<file path="src/hdl/bp_pkg.sv">
package bp_pkg;

  // instruction address width
  localparam int addr_width = 32;

  typedef logic [addr_width-1:0] addr_t;  // one instruction address

  // 2-bit saturating counter
  // 0, 1 predict not taken; 2, 3 predict taken
  typedef logic [1:0] counter_t;

  localparam counter_t counter_init = 2'd1;  // weakly not taken
  localparam counter_t counter_min  = 2'd0;
  localparam counter_t counter_max  = 2'd3;

  // fixed instruction size
  localparam int inst_bytes = 4;
  localparam int inst_shift = $clog2(inst_bytes);  // word offset bits in pc

  localparam addr_t inst_step = addr_t'(inst_bytes);  // pc+4 increment

endpackage

</file>
<file path="src/hdl/ghr.sv">
module ghr #(
  parameter int ghr_width = 8
) (
  input  logic                 clk,
  input  logic                 rst,
  input  logic                 is_branch,  // resolved branch from decode
  input  logic                 is_taken,
  output logic [ghr_width-1:0] ghr_value
);

  logic [ghr_width-1:0] shifted;

  // newest outcome enters at bit 0
  always_comb begin
    shifted = {ghr_value[ghr_width-2:0], is_taken};
  end

  always_ff @(posedge clk) begin
    if (!rst) begin
      ghr_value <= '0;
    end else if (is_branch) begin
      ghr_value <= shifted;
    end
  end

endmodule

</file>
<file path="src/hdl/pht.sv">
module pht #(
  parameter int ghr_width = 8
) (
  input  logic                 clk,
  input  logic                 rst,
  input  logic [ghr_width-1:0] pht_index,       // lookup from current pc
  input  logic                 is_last_branch,  // update strobe from decode
  input  logic                 is_last_taken,
  input  logic [ghr_width-1:0] last_index,      // index used at prediction time
  output logic                 pht_taken
);

  localparam int entries = 1 << ghr_width;

  bp_pkg::counter_t counters [entries];
  bp_pkg::counter_t last_count;
  bp_pkg::counter_t next_count;

  // upper bit is the taken prediction
  assign pht_taken = counters[pht_index][1];

  // saturating step for the resolved entry
  always_comb begin
    last_count = counters[last_index];
    next_count = last_count;
    if (is_last_taken) begin
      if (last_count != bp_pkg::counter_max) begin
        next_count = last_count + 2'd1;
      end
    end else begin
      if (last_count != bp_pkg::counter_min) begin
        next_count = last_count - 2'd1;
      end
    end
  end

  always_ff @(posedge clk) begin
    if (!rst) begin
      for (int i = 0; i < entries; i++) begin
        counters[i] <= bp_pkg::counter_init;
      end
    end else if (is_last_branch) begin
      counters[last_index] <= next_count;
    end
  end

  // decode must hand back the index it got from fetch
  known_update_index: assert property (
    @(posedge clk) disable iff (!rst)
    is_last_branch |-> !$isunknown(last_index)
  );

endmodule

</file>
<file path="src/hdl/btb.sv">
module btb #(
  parameter int btb_index_width = 6
) (
  input  logic          clk,
  input  logic          rst,
  // lookup side
  input  bp_pkg::addr_t pc,
  // update side, from decode
  input  logic          is_branch,
  input  logic          is_jump,
  input  bp_pkg::addr_t inst_pc,
  input  bp_pkg::addr_t target,
  // lookup result
  output logic          hit_branch,
  output logic          hit_jump,
  output bp_pkg::addr_t hit_target
);

  localparam int entries   = 1 << btb_index_width;
  localparam int index_lsb = bp_pkg::inst_shift;
  localparam int tag_lsb   = btb_index_width + bp_pkg::inst_shift;
  localparam int tag_width = bp_pkg::addr_width - tag_lsb;

  logic                 valid_mem  [entries];
  logic [tag_width-1:0] tag_mem    [entries];
  logic                 jump_mem   [entries];
  bp_pkg::addr_t        target_mem [entries];

  logic [btb_index_width-1:0] rd_index;
  logic [tag_width-1:0]       rd_tag;
  logic [btb_index_width-1:0] wr_index;
  logic [tag_width-1:0]       wr_tag;
  logic                       hit;

  // split pc into index and tag, skipping the word offset
  assign rd_index = pc[tag_lsb-1:index_lsb];
  assign rd_tag   = pc[bp_pkg::addr_width-1:tag_lsb];
  assign wr_index = inst_pc[tag_lsb-1:index_lsb];
  assign wr_tag   = inst_pc[bp_pkg::addr_width-1:tag_lsb];

  assign hit        = valid_mem[rd_index] && (tag_mem[rd_index] == rd_tag);
  assign hit_branch = hit;
  assign hit_jump   = hit && jump_mem[rd_index];
  assign hit_target = target_mem[rd_index];

  // valid bits
  always_ff @(posedge clk) begin
    if (!rst) begin
      for (int i = 0; i < entries; i++) begin
        valid_mem[i] <= 1'b0;
      end
    end else if (is_branch) begin
      valid_mem[wr_index] <= 1'b1;
    end
  end

  // entry payload, meaningful only behind a valid bit
  always_ff @(posedge clk) begin
    if (is_branch) begin
      tag_mem[wr_index]    <= wr_tag;
      jump_mem[wr_index]   <= is_jump;
      target_mem[wr_index] <= target;
    end
  end

  // a jump from decode is always a branch, so it gets written
  jump_entry_is_branch: assert property (
    @(posedge clk) disable iff (!rst)
    is_jump |-> is_branch
  );

endmodule

</file>
<file path="src/hdl/bp_select.sv">
module bp_select #(
  parameter int ghr_width = 8
) (
  input  logic                 rst,
  input  bp_pkg::addr_t        pc,              // fetch pc
  // from decode
  input  logic                 is_branch,
  input  logic                 is_jump,         // j or jal
  input  logic                 is_taken,
  input  logic                 is_miss,
  input  logic [ghr_width-1:0] last_pht_index,
  input  bp_pkg::addr_t        inst_pc,
  input  bp_pkg::addr_t        target,
  // from history and tables
  input  logic [ghr_width-1:0] ghr_value,
  input  logic                 pht_taken,
  input  logic                 hit_branch,
  input  logic                 hit_jump,
  input  bp_pkg::addr_t        hit_target,
  // to ghr
  output logic                 ghr_is_branch,
  output logic                 ghr_is_taken,
  // to pht
  output logic                 pht_is_last_branch,
  output logic                 pht_is_last_taken,
  output logic [ghr_width-1:0] pht_last_index,
  output logic [ghr_width-1:0] pht_index,
  // to btb
  output logic                 btb_is_branch,
  output logic                 btb_is_jump,
  output bp_pkg::addr_t        btb_inst_pc,
  output bp_pkg::addr_t        btb_target,
  output bp_pkg::addr_t        btb_pc,
  // to fetch
  output logic                 is_branch_taken,
  output bp_pkg::addr_t        next_pc
);

  bp_pkg::addr_t seq_pc;

  // decode updates go straight to the tables
  assign ghr_is_branch      = is_branch;
  assign ghr_is_taken       = is_taken;
  assign pht_is_last_branch = is_branch;
  assign pht_is_last_taken  = is_taken;
  assign pht_last_index     = last_pht_index;
  assign btb_is_branch      = is_branch;
  assign btb_is_jump        = is_jump;
  assign btb_inst_pc        = inst_pc;
  assign btb_target         = target;
  assign btb_pc             = pc;

  // gshare hash
  assign pht_index = pc[ghr_width+bp_pkg::inst_shift-1:bp_pkg::inst_shift] ^ ghr_value;

  // jumps ignore the counter
  assign is_branch_taken = rst && hit_branch && (pht_taken || hit_jump);
  assign seq_pc          = pc + bp_pkg::inst_step;

  always_comb begin
    if (!rst) begin
      next_pc = seq_pc;
    end else if (is_miss) begin
      next_pc = target;  // correction beats any prediction
    end else if (is_branch_taken) begin
      next_pc = hit_target;
    end else begin
      next_pc = seq_pc;
    end
  end

  // a miss is only reported for a resolved branch
  always_comb begin
    miss_needs_branch: assert final (!rst || !is_miss || is_branch);
  end

endmodule

</file>
<file path="src/hdl/branch_predictor.sv">
module branch_predictor #(
  parameter int ghr_width       = 8,  // history length, pht has 2^ghr_width entries
  parameter int btb_index_width = 6   // btb has 2^btb_index_width entries
) (
  input  logic                 clk,
  input  logic                 rst,
  input  bp_pkg::addr_t        pc,
  // resolved instruction from decode
  input  logic                 is_branch,
  input  logic                 is_jump,
  input  logic                 is_taken,
  input  logic                 is_miss,
  input  logic [ghr_width-1:0] last_pht_index,
  input  bp_pkg::addr_t        inst_pc,
  input  bp_pkg::addr_t        target,
  // prediction for fetch
  output logic                 is_branch_taken,
  output logic [ghr_width-1:0] current_pht_index,
  output bp_pkg::addr_t        next_pc
);

  logic [ghr_width-1:0] ghr_value;
  logic                 ghr_is_branch;
  logic                 ghr_is_taken;

  logic                 pht_taken;
  logic                 pht_is_last_branch;
  logic                 pht_is_last_taken;
  logic [ghr_width-1:0] pht_last_index;
  logic [ghr_width-1:0] pht_index;

  logic                 hit_branch;
  logic                 hit_jump;
  bp_pkg::addr_t        hit_target;
  logic                 btb_is_branch;
  logic                 btb_is_jump;
  bp_pkg::addr_t        btb_inst_pc;
  bp_pkg::addr_t        btb_target;
  bp_pkg::addr_t        btb_pc;

  assign current_pht_index = pht_index;  // carried along with the fetched inst

  ghr #(
    .ghr_width (ghr_width)
  ) u_ghr (
    .clk       (clk),
    .rst       (rst),
    .is_branch (ghr_is_branch),
    .is_taken  (ghr_is_taken),
    .ghr_value (ghr_value)
  );

  pht #(
    .ghr_width (ghr_width)
  ) u_pht (
    .clk            (clk),
    .rst            (rst),
    .pht_index      (pht_index),
    .is_last_branch (pht_is_last_branch),
    .is_last_taken  (pht_is_last_taken),
    .last_index     (pht_last_index),
    .pht_taken      (pht_taken)
  );

  btb #(
    .btb_index_width (btb_index_width)
  ) u_btb (
    .clk        (clk),
    .rst        (rst),
    .pc         (btb_pc),
    .is_branch  (btb_is_branch),
    .is_jump    (btb_is_jump),
    .inst_pc    (btb_inst_pc),
    .target     (btb_target),
    .hit_branch (hit_branch),
    .hit_jump   (hit_jump),
    .hit_target (hit_target)
  );

  bp_select #(
    .ghr_width (ghr_width)
  ) u_bp_select (
    .rst                (rst),
    .pc                 (pc),
    .is_branch          (is_branch),
    .is_jump            (is_jump),
    .is_taken           (is_taken),
    .is_miss            (is_miss),
    .last_pht_index     (last_pht_index),
    .inst_pc            (inst_pc),
    .target             (target),
    .ghr_value          (ghr_value),
    .pht_taken          (pht_taken),
    .hit_branch         (hit_branch),
    .hit_jump           (hit_jump),
    .hit_target         (hit_target),
    .ghr_is_branch      (ghr_is_branch),
    .ghr_is_taken       (ghr_is_taken),
    .pht_is_last_branch (pht_is_last_branch),
    .pht_is_last_taken  (pht_is_last_taken),
    .pht_last_index     (pht_last_index),
    .pht_index          (pht_index),
    .btb_is_branch      (btb_is_branch),
    .btb_is_jump        (btb_is_jump),
    .btb_inst_pc        (btb_inst_pc),
    .btb_target         (btb_target),
    .btb_pc             (btb_pc),
    .is_branch_taken    (is_branch_taken),
    .next_pc            (next_pc)
  );

endmodule

</file>
<file path="config.mk">
export PLATFORM = sky130hd
export DESIGN_NAME = branch_predictor
export DESIGN_NICKNAME = d
export VERILOG_FILES = /design/src/hdl/bp_pkg.sv /design/src/hdl/ghr.sv /design/src/hdl/pht.sv /design/src/hdl/btb.sv /design/src/hdl/bp_select.sv /design/src/hdl/branch_predictor.sv
export SDC_FILE = /design/constraint.sdc
export NUM_CORES = 2
export LEC_CHECK = 0
export BUFFER_PORTS_ARGS = -buffer_cell sky130_fd_sc_hd__buf_2
export CAP_MARGIN = 20
export CORE_MARGIN = 5
export CORE_UTILIZATION = 65
export DETAILED_ROUTE_END_ITERATION = 7
export PLACE_DENSITY = 0.79
export SYNTH_ARGS = -nofsm -noshare
export SYNTH_HDL_FRONTEND = slang
export SYNTH_HIERARCHICAL = 1
export SYNTH_MEMORY_MAX_BITS = 65536
export SYNTH_SLANG_ARGS = --single-unit
</file>
<file path="constraint.sdc">
create_clock -name clk -period 7.8 [get_ports clk]
set_input_delay 0.78 -clock clk [delete_from_list [all_inputs] [get_ports clk]]
set_output_delay 0.78 -clock clk [all_outputs]
set_load 0.005 [all_outputs]
</file>
==> results.md <==
* Core Area at 262,500 um2
* Layout cell share with drive strength beyond 1 at 25.62%
* Initial DRT Pass Iterations at 8
* Syn Area/Cell at 19.91 um2
* Most frequent cell on the critical path: buf_4
* Initial Util at 65.35%
* Slowest stage delay, CP at 780 ps
* HP Class: input pin to flip-flop
* Crit share post-route at 101.0%
* Pwr Total at 48.28 mW
* Crit path DAT at 7090 ps
* Fin Hold WS at 112.5 ps
* Commonest non-fill, non-tap cell in the layout: edfxtp_1
* Max Cap Viol at 0
* CP Class: input pin to primary output
* Worst-Skew Late Latency at 1020 ps
* Total global-route track usage at 40.56%
* Slowest cell on the critical path: nand2b_1
* Sw Share at 22.68%
* Hold endpoint: u_btb/target_mem[26][22]
* R2R Path End: u_pht/counters[136][1]
* CP delay by family, top: simple AND/OR/NAND/NOR gates
* TritonCTS Buffers at 411
* TritonCTS clock tree: done
* Post-Place Worst Slack at 172.6 ps
* I/O Buffers at 148
* YS warnings at 6
* Max Slew Vio Count at 0
* Post-Route Skew at 67.84 ps
* Post-DR wirelength/cell at 44.16 um
* CTS H-Tree Depth at 5
* Fin area at 190,400 um2
* Mapped Area at 171,500 um2
* Worst Reg2Reg Path Length in Cells at 9
* DRT Wirelength at 557,600 um
* Setup TNS at -248.1 ps
* Max Freq at 127.0 MHz
* Placed cells at 11,830
* Most frequent cells in the layout: edfxtp_1, mux4_2, clkbuf_16, mux2i_1, nand3_1
* First-pass GRT wire length at 763,800 um
* Vias in the first global route at 98,330
* Worst setup margin at -74.95 ps
* Vias per cell at 7.980
* Cell Chain, Critical Path: buf_8 > nand2b_1 > buf_4 > o22ai_1 > a211oi_1 > or3_1 > o21a_1 > o21ai_1 > nor4_1 > buf_4 > or4b_1 > nor4_1 > buf_2 > buf_4 > o21ai_1 > a21oi_2 > buf_4 > o21ai_0 > a32oi_1 > buf_2
* Total die area at 274,300 um2
* # DRC at 3
* Post-synth net total at 8,728
* R2r startpoint: u_pht/counters[124][0]
* WP data required at 7020 ps
* Placed Instance Area at 176,600 um2
* CTS max path bufs at 4
* Top Ports at 151
* Setup repair bufs after CTS at 0
* Largest net degree at the start of global routing at 138
* Launching element type of the critical path: input pin
* Comb power frac at 6.3%
* CTS root buf: clkbuf_16
* Gpl congestion at 0.9050
* # rows at 188
* CP endpoint kind: primary output
* Final setup fails at 7
* Status: finished, violations left
* Final Util at 72.54%
* Cells after Synth at 8,617
* Final Hold Fails at 0
* Final Critical Period at 7875 ps
* Failing checks: DRC, setup timing
* Peak supply drop at 0.3011 mV
* Die width at 523.7 um
* Min-Delay Path Depth at 1
* Final ANT Viol Nets at 0
* Hold_sp: target[22]
* CTS clk-pin slew, worst paths at 60 ps
* Slew headroom at 13.08%
* P per Cell Area at 253.5 nW/um2
* Final net count at 8,875
* Antenna violations before repair at 42
* Static Leak at 59.29 nW
* Grt total ovfl at 0
* CTS sink count at 4,232
* Area delta synth->final at 11.01%
* RSZ-0062 raised after global routing: no
* Via count at 100,800
* Die Y-Extent at 523.7 um
* Cell-internal power at 37.33 mW
* Number of fill cells in the layout at 14,000
* CP Buf/Inv Count at 7
* Sw power at 10.95 mW
* Clk pwr share at 41.4%
* Worst-path fanout max at 72
* Finished Layout Cells at 12,630
* 1st-iter DRT viols at 20,070
* Flop pwr share at 52.3%
* DP Wirelength at 268,100 um
* Worst slew pin tran at 1299 ps
* Worst R2R Setup Slack at 3780 ps
## area by class of cell
cell class / count / area (um2) / share of cell area [%]
flip-flops and latches: 4232 / 126400 / 66.36
diodes: 25 / 62.56 / 0.03285
clock inverters: 240 / 2369 / 1.244
multi-input cells: 3633 / 41960 / 22.03
well taps: 3515 / 4398 / 2.310
repair buffers: 468 / 4498 / 2.362
inverters: 18 / 80.08 / 0.04205
clock buffers: 498 / 10710 / 5.622
## metal layers
metal / track usage (%) / share of wire, % / up-vias
met5: 0 / 0.075 / -
met4: 26.01 / 8.3 / 46
met3: 13.32 / 17 / 2610
met2: 60.72 / 45 / 11560
met1: 52.01 / 29 / 50510
li1: - / - / 36050
## flip-flops by register name, indices dropped and copies added, names as in the netlist
signal,count
u_btb/tag_mem,1536
u_btb/valid_mem,64
u_ghr/ghr_value,8
u_btb/jump_mem,64
u_btb/target_mem,2048
u_pht/counters,512
## worst max-delay path by stage
stage                             end  slack (ps)   from  depth (start not counted)
final                     next_pc[18]         -70  pc[4]                         20
after global routing       next_pc[4]          20  pc[2]                         20
after CTS                 next_pc[24]          50  pc[2]                         20
after detailed placement  next_pc[24]         170  pc[2]                         20
after global placement    next_pc[24]        -430  pc[2]                         18
after floorplan           next_pc[23]        1840  pc[2]                         13
## power groups by stage
stage          Sequential, mW  Clock (mW)  Combinational, mW
2_1_floorplan            25.7           0               1.93
3_5_place_dp             25.7           0               2.85
6_report                 25.2        20.0               3.06
5_1_grt                  25.2        21.0               3.12
3_3_place_gp             25.7           0               2.77
4_1_cts                  25.2        20.0               2.92
## timing repair
item / in CTS / in global routing
resized for setup: 0 / 1
hold buffers: 1 / 0
endpoints found under the setup margin: 0 / 14
hold endpoints to repair: 1 / 0
(Power assumes the default switching activity.)
